### src/include/chiplet_tx_cfg.svh
`ifndef CHIPLET_TX_CFG_SVH
`define CHIPLET_TX_CFG_SVH

// Number of message slots that software can trigger
`define NUM_MSGS 4

// Words reserved for each slot, slot i starts at i * MSG_STRIDE
`define MSG_STRIDE 16

// Packet memory depth in 32-bit words
`define MEM_WORDS 64

// Flit buffer entries
`define FIFO_DEPTH 8

`define NODE_ID_W 4

`endif
### src/source/chiplet_tx_pkg.sv
`include "chiplet_tx_cfg.svh"

package chiplet_tx_pkg;

    typedef enum logic [3:0] {
        FMT_LONG_READ  = 4'h0,
        FMT_LONG_WRITE = 4'h1,
        FMT_SWITCH_CFG = 4'h2
    } format_e;

    // Header word, length counts every word of the packet including this one
    typedef struct packed {
        format_e     format;
        logic [7:0]  length;
        logic [7:0]  dest;
        logic [11:0] reserved;
    } long_hdr_t;

    typedef logic [$clog2(`NUM_MSGS)-1:0] pkt_id_t;

    typedef struct packed {
        logic [1:0]            vc;
        pkt_id_t               id;
        logic [`NODE_ID_W-1:0] req;
    } flit_meta_t;

    typedef struct packed {
        flit_meta_t  metadata;
        logic [31:0] payload;
    } flit_t;

    typedef enum logic [1:0] {
        TX_IDLE, TX_LOAD_HDR, TX_SEND_PKT, TX_CRC
    } tx_state_e;

    typedef enum logic {
        SER_IDLE, SER_SHIFT
    } ser_state_e;

endpackage

### src/source/chiplet_tx_top.sv
`timescale 1ns/1ps

`include "chiplet_tx_cfg.svh"

module chiplet_tx_top (
    input  logic                  clk,
    input  logic                  n_rst,
    input  logic [`NUM_MSGS-1:0]  trigger_send,
    input  logic [`NODE_ID_W-1:0] node_id,
    input  logic                  mem_wen,
    input  logic [5:0]            mem_waddr,
    input  logic [31:0]           mem_wdata,
    input  logic                  link_ready,
    output logic                  link_valid,
    output logic [7:0]            link_data,
    output logic                  pkt_sent
);

    logic [5:0]            rd_addr;
    logic [31:0]           rd_data;
    logic                  push, pop, empty, almost_full;
    chiplet_tx_pkg::flit_t push_flit, pop_flit;

    packet_mem mem (
        .clk(clk), .wen(mem_wen), .waddr(mem_waddr), .wdata(mem_wdata),
        .rd_addr(rd_addr), .rd_data(rd_data)
    );

    tx_fsm producer (
        .clk(clk), .n_rst(n_rst), .trigger_send(trigger_send), .node_id(node_id),
        .rd_addr(rd_addr), .rd_data(rd_data), .almost_full(almost_full),
        .push(push), .push_flit(push_flit), .pkt_sent(pkt_sent)
    );

    flit_fifo buffer (
        .clk(clk), .n_rst(n_rst), .push(push), .push_flit(push_flit),
        .pop(pop), .pop_flit(pop_flit), .empty(empty), .almost_full(almost_full)
    );

    link_serializer consumer (
        .clk(clk), .n_rst(n_rst), .pop(pop), .pop_flit(pop_flit), .empty(empty),
        .link_ready(link_ready), .link_valid(link_valid), .link_data(link_data)
    );

endmodule

### src/source/link_serializer.sv
`timescale 1ns/1ps

module link_serializer (
    input  logic                  clk,
    input  logic                  n_rst,
    output logic                  pop,
    input  chiplet_tx_pkg::flit_t pop_flit,
    input  logic                  empty,
    input  logic                  link_ready,
    output logic                  link_valid,
    output logic [7:0]            link_data
);

    chiplet_tx_pkg::ser_state_e state;
    chiplet_tx_pkg::flit_t      cur_flit;
    logic [2:0]                 byte_idx;

    assign pop        = (state == chiplet_tx_pkg::SER_IDLE) && !empty;
    assign link_valid = (state == chiplet_tx_pkg::SER_SHIFT) && link_ready;

    //////////////////////////////
    // Byte select
    //////////////////////////////

    // Metadata goes first, then the payload from its top byte down
    always_comb begin
        case (byte_idx)
            3'd0:    link_data = cur_flit.metadata;
            3'd1:    link_data = cur_flit.payload[31:24];
            3'd2:    link_data = cur_flit.payload[23:16];
            3'd3:    link_data = cur_flit.payload[15:8];
            default: link_data = cur_flit.payload[7:0];
        endcase
    end

    always_ff @(posedge clk) begin
        if (pop) begin
            cur_flit <= pop_flit;
        end
    end

    //////////////////////////////
    // Control
    //////////////////////////////

    always_ff @(posedge clk, negedge n_rst) begin
        if (!n_rst) begin
            state    <= chiplet_tx_pkg::SER_IDLE;
            byte_idx <= '0;
        end else begin
            case (state)
                chiplet_tx_pkg::SER_IDLE: begin
                    if (pop) begin
                        state    <= chiplet_tx_pkg::SER_SHIFT;
                        byte_idx <= '0;
                    end
                end
                chiplet_tx_pkg::SER_SHIFT: begin
                    // A byte only advances when the link takes it
                    if (link_ready) begin
                        if (byte_idx == 3'd4) begin
                            state <= chiplet_tx_pkg::SER_IDLE;
                        end else begin
                            byte_idx <= byte_idx + 3'd1;
                        end
                    end
                end
                default: state <= chiplet_tx_pkg::SER_IDLE;
            endcase
        end
    end

endmodule

### src/source/flit_fifo.sv
`timescale 1ns/1ps

`include "chiplet_tx_cfg.svh"

module flit_fifo (
    input  logic                  clk,
    input  logic                  n_rst,
    input  logic                  push,
    input  chiplet_tx_pkg::flit_t push_flit,
    input  logic                  pop,
    output chiplet_tx_pkg::flit_t pop_flit,
    output logic                  empty,
    output logic                  almost_full
);

    localparam int PTR_W = $clog2(`FIFO_DEPTH);
    localparam int CNT_W = PTR_W + 1;
    localparam logic [CNT_W-1:0] AF_LEVEL = CNT_W'(3 * `FIFO_DEPTH / 4);

    chiplet_tx_pkg::flit_t buffer [`FIFO_DEPTH];

    logic [PTR_W-1:0] wr_ptr, rd_ptr;
    logic [CNT_W-1:0] count;
    logic             do_push, do_pop;

    assign do_push = push && (count != CNT_W'(`FIFO_DEPTH));
    assign do_pop  = pop && !empty;

    always_ff @(posedge clk) begin
        if (do_push) begin
            buffer[wr_ptr] <= push_flit;
        end
    end

    always_ff @(posedge clk, negedge n_rst) begin
        if (!n_rst) begin
            wr_ptr <= '0;
            rd_ptr <= '0;
            count  <= '0;
        end else begin
            if (do_push) wr_ptr <= wr_ptr + 1'b1;
            if (do_pop) rd_ptr <= rd_ptr + 1'b1;
            count <= count + CNT_W'(do_push) - CNT_W'(do_pop);
        end
    end

    // Head entry is visible before the pop so the consumer can take it on the same edge
    assign pop_flit    = buffer[rd_ptr];
    assign empty       = (count == '0);
    assign almost_full = (count >= AF_LEVEL);

endmodule

### src/source/tx_fsm.sv
`timescale 1ns/1ps

`include "chiplet_tx_cfg.svh"

module tx_fsm (
    input  logic                   clk,
    input  logic                   n_rst,
    input  logic [`NUM_MSGS-1:0]   trigger_send,
    input  logic [`NODE_ID_W-1:0]  node_id,
    output logic [5:0]             rd_addr,
    input  logic [31:0]            rd_data,
    input  logic                   almost_full,
    output logic                   push,
    output chiplet_tx_pkg::flit_t  push_flit,
    output logic                   pkt_sent
);

    chiplet_tx_pkg::tx_state_e state, next_state;
    chiplet_tx_pkg::long_hdr_t hdr;
    chiplet_tx_pkg::format_e   cur_fmt;
    chiplet_tx_pkg::pkt_id_t   cur_id, sel_id;

    logic [`NUM_MSGS-1:0] pending, accept_mask;
    logic [7:0]           cur_len, word_cnt;
    logic                 last_word, crc_clear, crc_update;
    logic [31:0]          crc;

    crc32_accum crc_gen (
        .clk(clk),
        .n_rst(n_rst),
        .clear(crc_clear),
        .update(crc_update),
        .word(rd_data),
        .crc(crc)
    );

    //////////////////////////////
    // Slot arbitration
    //////////////////////////////

    // Higher slots win, so the last pending bit seen is kept
    always_comb begin
        sel_id = '0;
        for (int i = 0; i < `NUM_MSGS; i++) begin
            if (pending[i]) begin
                sel_id = chiplet_tx_pkg::pkt_id_t'(i);
            end
        end
    end

    assign accept_mask = (state == chiplet_tx_pkg::TX_IDLE && |pending) ?
                         (`NUM_MSGS'(1) << sel_id) : '0;

    //////////////////////////////
    // Control registers
    //////////////////////////////

    assign hdr = chiplet_tx_pkg::long_hdr_t'(rd_data);
    assign last_word = ({1'b0, word_cnt} + 9'd1) >= {1'b0, cur_len};

    always_ff @(posedge clk, negedge n_rst) begin
        if (!n_rst) begin
            state    <= chiplet_tx_pkg::TX_IDLE;
            pending  <= '0;
            cur_id   <= '0;
            cur_fmt  <= chiplet_tx_pkg::FMT_LONG_READ;
            cur_len  <= '0;
            word_cnt <= '0;
        end else begin
            state   <= next_state;
            pending <= (pending & ~accept_mask) | trigger_send;
            // The word counter starts over here so the header is read in LOAD_HDR
            if (|accept_mask) begin
                cur_id   <= sel_id;
                word_cnt <= '0;
            end
            if (state == chiplet_tx_pkg::TX_LOAD_HDR) begin
                cur_fmt  <= hdr.format;
                cur_len  <= hdr.length;
            end else if (crc_update) begin
                word_cnt <= word_cnt + 8'd1;
            end
        end
    end

    always_comb begin
        next_state = state;
        case (state)
            chiplet_tx_pkg::TX_IDLE: begin
                if (|pending) begin
                    next_state = chiplet_tx_pkg::TX_LOAD_HDR;
                end
            end
            chiplet_tx_pkg::TX_LOAD_HDR: next_state = chiplet_tx_pkg::TX_SEND_PKT;
            chiplet_tx_pkg::TX_SEND_PKT: begin
                if (push && last_word) begin
                    if (cur_fmt == chiplet_tx_pkg::FMT_SWITCH_CFG) begin
                        next_state = chiplet_tx_pkg::TX_IDLE;
                    end else begin
                        next_state = chiplet_tx_pkg::TX_CRC;
                    end
                end
            end
            chiplet_tx_pkg::TX_CRC: begin
                if (push) begin
                    next_state = chiplet_tx_pkg::TX_IDLE;
                end
            end
            default: next_state = chiplet_tx_pkg::TX_IDLE;
        endcase
    end

    //////////////////////////////
    // Flit output
    //////////////////////////////

    assign rd_addr = 6'(cur_id * `MSG_STRIDE + word_cnt);

    assign push = (state == chiplet_tx_pkg::TX_SEND_PKT || state == chiplet_tx_pkg::TX_CRC)
                  && !almost_full;

    assign crc_clear  = (state == chiplet_tx_pkg::TX_LOAD_HDR);
    assign crc_update = (state == chiplet_tx_pkg::TX_SEND_PKT) && push;

    assign push_flit.metadata.vc  = 2'd0;
    assign push_flit.metadata.id  = cur_id;
    assign push_flit.metadata.req = node_id;
    assign push_flit.payload = (state == chiplet_tx_pkg::TX_CRC) ? crc : rd_data;

    // A switch configuration packet ends on its last word, the others on the CRC flit
    assign pkt_sent = push && ((state == chiplet_tx_pkg::TX_CRC) ||
                               (last_word && cur_fmt == chiplet_tx_pkg::FMT_SWITCH_CFG));

endmodule

### src/source/crc32_accum.sv
`timescale 1ns/1ps

module crc32_accum (
    input  logic        clk,
    input  logic        n_rst,
    input  logic        clear,
    input  logic        update,
    input  logic [31:0] word,
    output logic [31:0] crc
);

    localparam logic [31:0] POLY = 32'h04C1_1DB7;

    logic [31:0] crc_reg;
    logic [31:0] crc_next;

    // Shift the word in from bit 31 down, one polynomial step per bit
    always_comb begin
        crc_next = crc_reg;
        for (int i = 31; i >= 0; i--) begin
            if (crc_next[31] ^ word[i]) begin
                crc_next = {crc_next[30:0], 1'b0} ^ POLY;
            end else begin
                crc_next = {crc_next[30:0], 1'b0};
            end
        end
    end

    always_ff @(posedge clk, negedge n_rst) begin
        if (!n_rst) begin
            crc_reg <= '1;
        end else if (clear) begin
            crc_reg <= '1;
        end else if (update) begin
            crc_reg <= crc_next;
        end
    end

    assign crc = crc_reg;

endmodule

### src/source/packet_mem.sv
`timescale 1ns/1ps

`include "chiplet_tx_cfg.svh"

module packet_mem (
    input  logic        clk,
    input  logic        wen,
    input  logic [5:0]  waddr,
    input  logic [31:0] wdata,
    input  logic [5:0]  rd_addr,
    output logic [31:0] rd_data
);

    logic [31:0] mem [`MEM_WORDS];

    //////////////////////////////
    // Write port
    //////////////////////////////

    always_ff @(posedge clk) begin
        if (wen) begin
            mem[waddr] <= wdata;
        end
    end

    //////////////////////////////
    // Read port
    //////////////////////////////

    // The producer sees the word in the same cycle it drives the address
    assign rd_data = mem[rd_addr];

endmodule

### config.mk
export PLATFORM = sky130hd
export DESIGN_NAME = chiplet_tx_top
export DESIGN_NICKNAME = d
export VERILOG_FILES = /design/src/source/chiplet_tx_pkg.sv /design/src/source/chiplet_tx_top.sv /design/src/source/link_serializer.sv /design/src/source/flit_fifo.sv /design/src/source/tx_fsm.sv /design/src/source/crc32_accum.sv /design/src/source/packet_mem.sv
export VERILOG_INCLUDE_DIRS = /design/src /design/src/include
export SDC_FILE = /design/constraint.sdc
export NUM_CORES = 2
export LEC_CHECK = 0
export BUFFER_PORTS_ARGS = -buffer_cell sky130_fd_sc_hd__clkbuf_2
export CORE_MARGIN = 1.5
export CORE_UTILIZATION = 55
export CTS_CLUSTER_DIAMETER = 80
export CTS_CLUSTER_SIZE = 25
export DETAILED_ROUTE_END_ITERATION = 8
export PLACE_DENSITY = 0.79
export SYNTH_ARGS = -nofsm -noshare
export SYNTH_HDL_FRONTEND = slang
export SYNTH_SLANG_ARGS = --single-unit
### constraint.sdc
create_clock -name clk -period 10.8 [get_ports clk]
set_input_delay 1.08 -clock clk [delete_from_list [all_inputs] [get_ports clk]]
set_output_delay 1.08 -clock clk [all_outputs]
set_load 0.005 [all_outputs]
# Word-level counts from Yosys, hierarchy flattened

Memory sizes are Yosys's and may differ from the RTL's. A register that Yosys moved wholly into a read port is not among the register bits.
Index checks and enable logic that the tools add are counted.

Word-level logic and storage cells: 191
Memory bits (writable): 2352
Output and inout port bits: 10
Bits of input ports: 50
Register bits: 76
Memories kept: 2

Mux-type cells: 60
Reductions and logical operators: 22
$lt $le $gt $ge: 2
Bitwise logic cells: 68
Equality and inequality tests: 15
Shifts and indexed selects: 1
$add $sub $neg: 8

Memory list:

| name          | depth | width | rd ports | clocked after memory_dff | write ports | line             | RTL |
|---|---|---|---|---|---|---|---|
| mem.mem       | 64    | 32    | 1        | 0                        | 1           | packet_mem.sv:14 | `` logic [31:0] mem [`MEM_WORDS]; `` |
| buffer.buffer | 8     | 38    | 1        | 1                        | 1           | flit_fifo.sv:20  | `` chiplet_tx_pkg::flit_t buffer [`FIFO_DEPTH]; `` |

Operators by type and width:

| operator                                                               | count |
|---|---|
| 27-bit 2-to-1 mux                                                      | 32 |
| 14-bit inverter                                                        | 32 |
| 32-bit 2-to-1 mux                                                      | 3 |
| 8-bit case mux with 4 select lines                                     | 1 |
| 1-bit bitwise XOR                                                      | 32 |
| 8-bit 2-to-1 mux                                                       | 3 |
| 2-bit 2-to-1 mux                                                       | 6 |
| 1-bit logical AND                                                      | 10 |
| 3-bit by 1-bit adder with 3-bit output (second input constant)         | 3 |
| 8-bit by 1-bit adder with 9-bit output (second input constant)         | 1 |
| 9-bit by 8-bit >= comparator with 1-bit output                         | 1 |
| 3-bit 2-to-1 mux                                                       | 3 |
| 8-bit by 1-bit adder with 8-bit output (second input constant)         | 1 |
| 1-bit 2-to-1 mux                                                       | 8 |
| 2-bit inequality test (second input constant)                          | 4 |
| 2-bit case mux with 4 select lines                                     | 1 |
| 4-bit OR reduction                                                     | 2 |
| 6-bit adder                                                            | 1 |
| 3-bit by 2-bit equality test with 1-bit output (second input constant) | 2 |
| 3-bit case mux with 2 select lines                                     | 1 |
| 3-bit AND reduction                                                    | 2 |
| 4-bit by 1-bit adder with 4-bit output                                 | 1 |
| 4-bit bitwise AND                                                      | 1 |
| 2-bit equality test (second input constant)                            | 2 |
| 20 further kinds                                                       | 23 |

# Depth between registers and ports, before layout

An unclocked memory read counts as a cell.

Word-level depth: 68
Depth in mapped cells: 23
Mapped depth without buffers: 15

# By module

A second synthesis with hierarchy kept.

Cell total of the unflattened synthesis: 4510
Area, all modules: 99160.1 um^2

Modules (own cells, without submodules):

| module          | instances | cells an instance | seq. area each (um^2) | area each (um^2) |
|---|---|---|---|---|
| packet_mem      | 1         | 3292              | 61499.0               | 77874.7 |
| flit_fifo       | 1         | 522               | 9859.5                | 12921.1 |
| crc32_accum     | 1         | 384               | 840.8                 | 4493.1 |
| tx_fsm          | 1         | 196               | 700.7                 | 2034.5 |
| link_serializer | 1         | 116               | 1301.2                | 1836.8 |

# Worst setup path before layout

No wires, ideal clock.

Kind: register to register
Start point: register producer.cur_id[0]
End point: register producer.crc_gen.crc_reg[8], in the netlist producer.crc_gen.crc[8]
Period minus slack after synthesis: 5256 ps
Buffers on the path: 4
Slack: 5544 ps
Stages on the path, launching flop included: 18
Library setup time: 73 ps
Data required time: 10727 ps
Arrival: 5183 ps
Cells stage by stage: dfrtp_1 ha_1 clkbuf_1 clkinv_1 buf_2 buf_2 buf_1 mux4_2 mux4_2 xnor2_2 xnor2_1 xnor2_2 xnor3_1 xnor2_1 xor3_4 xor2_4 xnor3_1 a21oi_1

Word-level cells in the longest chain between the ends: 45
Elaborated cells on any way between the ends: 94
Those cells by class: add/sub (1); mux (34); bitwise (58); memory (1)

RTL lines:

| what                                                           | line              | RTL |
|---|---|---|
| from (decl)                                                    | tx_fsm.sv:21      | `chiplet_tx_pkg::pkt_id_t cur_id, sel_id;` |
| from (signal assigned)                                         | tx_fsm.sv:74      | `cur_id <= sel_id;` |
| 6-bit adder *                                                  | tx_fsm.sv:117     | `` assign rd_addr = 6'(cur_id * `MSG_STRIDE + word_cnt); `` |
| memory 64 x 32 bit *                                           | n/a               |  |
| 1-bit bitwise XOR                                              | crc32_accum.sv:21 | `if (crc_next[31] ^ word[i]) begin` |
| 27-bit 2-to-1 mux                                              | crc32_accum.sv:21 |  |
| 14-bit inverter (no line) or 27-bit 2-to-1 mux (tied branches) | n/a               |  |
| 27-bit 2-to-1 mux or 14-bit inverter (tied branches)           | n/a               |  |
| 27-bit 2-to-1 mux                                              | crc32_accum.sv:21 |  |
| 14-bit inverter (no line)                                      | n/a               |  |
| [29 not listed]                                                | n/a               |  |
| 27-bit 2-to-1 mux or 14-bit inverter (tied branches)           | n/a               |  |
| 27-bit 2-to-1 mux                                              | crc32_accum.sv:21 |  |
| 14-bit inverter (no line) or 1-bit bitwise XOR (tied branches) | n/a               |  |
| 27-bit 2-to-1 mux                                              | crc32_accum.sv:21 |  |
| 1-bit bitwise XOR or 14-bit inverter (tied branches)           | n/a               |  |
| 27-bit 2-to-1 mux *                                            | crc32_accum.sv:21 |  |
| 32-bit 2-to-1 mux *                                            | crc32_accum.sv:34 | `end else if (update) begin` |
| 32-bit 2-to-1 mux *                                            | crc32_accum.sv:32 | `end else if (clear) begin` |
| to (signal assigned)                                           | crc32_accum.sv:35 | `crc_reg <= crc_next;` |
| to (decl)                                                      | crc32_accum.sv:14 | `logic [31:0] crc_reg;` |

Mark *: on every way between the ends. The rest lies on a longest branch, timed or not. The select of a mux whose other input is x is not followed.
A chain may end at the register's enable or synchronous reset.

# Worst setup path in the final report

Start point: register producer.word_cnt[0]
End point: register producer.crc_gen.crc_reg[6], in the netlist producer.crc_gen.crc[6]

Word-level cells in the longest chain between the ends: 45
Elaborated cells on any way between the ends: 92
Those cells by class: add/sub (1); mux (34); bitwise (56); memory (1)

RTL lines:

| what                             | line              | RTL |
|---|---|---|
| from (decl)                      | tx_fsm.sv:24      | `logic [7:0] cur_len, word_cnt;` |
| from (signal assigned)           | tx_fsm.sv:81      | `word_cnt <= word_cnt + 8'd1;` |
| 6-bit adder *                    | tx_fsm.sv:117     |  |
| memory 64 x 32 bit *             | n/a               |  |
| 1-bit bitwise XOR                | crc32_accum.sv:21 |  |
| 27-bit 2-to-1 mux                | crc32_accum.sv:21 |  |
| 14-bit inverter (no line)        | n/a               |  |
| 27-bit 2-to-1 mux (2 in a row)   | crc32_accum.sv:21 |  |
| 14-bit inverter (no line)        | n/a               |  |
| 27-bit 2-to-1 mux                | crc32_accum.sv:21 |  |
| [26 not listed]                  | n/a               |  |
| 14-bit inverter (no line)        | n/a               |  |
| 27-bit 2-to-1 mux (2 in a row)   | crc32_accum.sv:21 |  |
| 14-bit inverter (no line)        | n/a               |  |
| 27-bit 2-to-1 mux                | crc32_accum.sv:21 |  |
| 14-bit inverter (no line)        | n/a               |  |
| 27-bit 2-to-1 mux * (2 in a row) | crc32_accum.sv:21 |  |
| 32-bit 2-to-1 mux *              | crc32_accum.sv:34 |  |
| 32-bit 2-to-1 mux *              | crc32_accum.sv:32 |  |

Marks and branches as above.

==> results.ini <==
[cts]
cts_tree=done
cts_resized=0
postCtsSetupBuffers=0
worstSkewPairLatency_ps=840
clock_path_buffers=3
numClockSinks=2464
clockRootBuffer=clkbuf_16
h-tree-depth=3
cts_buffers=115
clkTransAtPathRegs_ps=100
postCtsHoldBufs=0

[logic_synthesis]
synth-edff-count=2390
synthArstFlopShare=0.03003
synth_flop_cell=edfxtp_1
ys_seq_area_frac=0.7442
ys_warn_count=0
synth_cell_type_count=81
syn-num-nets=4614
synthCells=4539
avgSynthCellArea_um2=21.81
synth-seq-cells=2464
syn_area_um2=98980

[route]
viasPerCell=6.808
ant_nets=0
drtIter0Drc=7514
dr.pass1.iters=6
wl_per_cell_um=35.57
vias=47870
wl_mm=250.1
drc=0

[final_layout]
syn2layout_area_growth_pct=6.773
largest_register=mem.mem
layout.nets=4685
regArea_um2=73680
largest_register_ff_count=2048
final_layout_size_suffix_gt1_frac=0.2518
multiInputGateArea_um2=24140
largestRegisters=mem.mem x2048, buffer.buffer x304, consumer.cur_flit x38
fillers=12120

[placed_design]
place_congestion=0.8928
portBuffers=59
dp_hpwl_mm=132.4

[timing]
max_clock_freq_mhz=138.8
finClkSkew_ps=90.88
worstMarginPinSlew_ps=1426
slew_headroom=0.03913
final-setup-viol-count=0
grt_setup_unrepaired=no
fin_setup_tns_ps=0
final.min_clock_period_ps=7202
slew_violations=0
finalCritPeriodShare=0.6669
hold_viol_final=0

[die]
floorplan.rows=155
core_area_um2=178600
dieWidth_um=427.2
dieArea_um2=182500
initial_utilization=0.5542
chipHeight_um=427.2
boundaryPins=60

[setup_path]
cpMaxStageDelayCell=dfrtp_4
crit_buf_inv=1
crit_fanout=42
start_kind=flop
critPathRequiredTime_ps=11500
r2r-start=producer.word_cnt[0]$_DFF_PN0_
cp_cell_sequence=buf_4, mux4_2, nand2_1, a32o_1, a221oi_1, mux2i_2, xor2_2, xnor3_1, xnor2_2, xnor2_1, xor3_2, xnor2_4, xor3_2, xor2_1, a21oi_1
critical_path_class=reg -> reg
critPathArrivalTime_ps=7900
path_common_cell=xor3_2
reg2reg_setup_slack_ps=3600
critPathLaunch=producer.word_cnt[0]$_DFF_PN0_
cp-end-kind=flop
cpPeakStageDelay_ps=1020
cp_top_family=XOR/XNOR gates

[min_path]
hp-class=in -> async

[run]
max_cap_viol_count=0

[outcome]
status=finished clean

[global_route]
grt_use_total=0.2769
grt_pass1_vias=47800
grt_start_max_net_pins=118
overflow=0
antenna_found_initial=12
grt_first_pass_wirelength_mm=353.1

-- routing by layer --
metal  vias up  wire [µm]  GRT usage
met5         -         72          0
met2      3427     118400     0.4357
met3       633      32110    0.06219
met4        10      11290     0.1018
met1     25080      88190     0.3841
li1      18720          -          -
-- final cells by class --
class,instances,area share
antenna,2,0.00004736
clock buffer,159,0.02947
clock inverter,22,0.003717
inverter,23,0.0008524
multi-input combinational,1823,0.2284
sequential,2464,0.6972
tap,2355,0.02788
timing repair buffer,183,0.01245
-- worst paths after layout --
check | to | depth (start not counted)
max in group asynchronous | producer.word_cnt[1]$_DFF_PN0_ | 2
min in group clk | producer.cur_fmt[1]$_DFFE_PN0P_ | 2
hold reg to reg | producer.cur_fmt[1]$_DFFE_PN0P_ | 2
hold / removal | buffer.count[2]$_DFF_PN0_ | 1
setup reg to reg | producer.crc_gen.crc[6]$_DFFE_PN1P_ | 15
setup / recovery | producer.crc_gen.crc[6]$_DFFE_PN1P_ | 15
-- cells in the final DEF, fill, tap and decap left out, drive strengths merged, types with 22 or more instances in the layout --
cell type and count:
nor3 22, a22oi 71, xnor3 38, ha 24
clkbuf 217, xnor2 145, mux2 50, inv 29
nand3 58, mux4 632, edfxtp 2390, o21ai 62
dfstp 32, nor2 127, dfrtp 42, a21oi 64
nand2 218, xor2 76, mux2i 88, buf 125
-- through the flow --
| step | util | instance area (µm²) | setup slack (ps) | hold WS [ps] | instances |
|---|---|---|---|---|---|
| after detailed placement | 0.5720 | 102200 | 3723 | 461.0 | 6848 |
| after floorplan | - | 98980 | 5544 | 437.8 | 4539 |
| after global placement | 0.5720 | 102200 | 3755 | 457.1 | 6848 |
| final | 0.5917 | 105700 | 3598 | 206.0 | 7031 |
| after global routing | 0.5917 | 105700 | 3351 | 189.0 | 7029 |
| after CTS | 0.5917 | 105700 | 3650 | 160.9 | 7029 |
-- synth_stat cells, types with 35 or more instances --
master | number | share of area
edfxtp_1 | 2390 | 0.73
xor2_1 | 58 | 0.0051
a22oi_1 | 71 | 0.0054
nand2_1 | 218 | 0.0083
buf_4 | 36 | 0.0027
o21ai_0 | 55 | 0.0028
clkbuf_1 | 69 | 0.0026
buf_2 | 54 | 0.0027
nand3_1 | 58 | 0.0029
dfrtp_1 | 42 | 0.011
mux4_2 | 616 | 0.14
mux2i_1 | 86 | 0.0087
mux2_2 | 50 | 0.0057
nor2_1 | 127 | 0.0048
xnor3_1 | 35 | 0.0080
a21oi_1 | 64 | 0.0032
xnor2_1 | 117 | 0.010
-- logic make-up (layout without fill, tap and decap cells) --
logic type               after synthesis  after routing  synth area share
XOR/XNOR                             270            270           0.03615
other                                  0              2                 0
adder cells (fa/ha/maj)               25             25          0.003236
AO/OA/AOI/OAI                        260            260           0.01722
buffers and inverters                252            387           0.01768
flip-flops                          2464           2464            0.7442
AND/OR/NAND/NOR                      498            498           0.02244
multiplexers                         770            770            0.1591
Power is left out: the tool's default activity adds up to more than one toggle a clock period on the data nets, which glitch-free logic cannot reach.
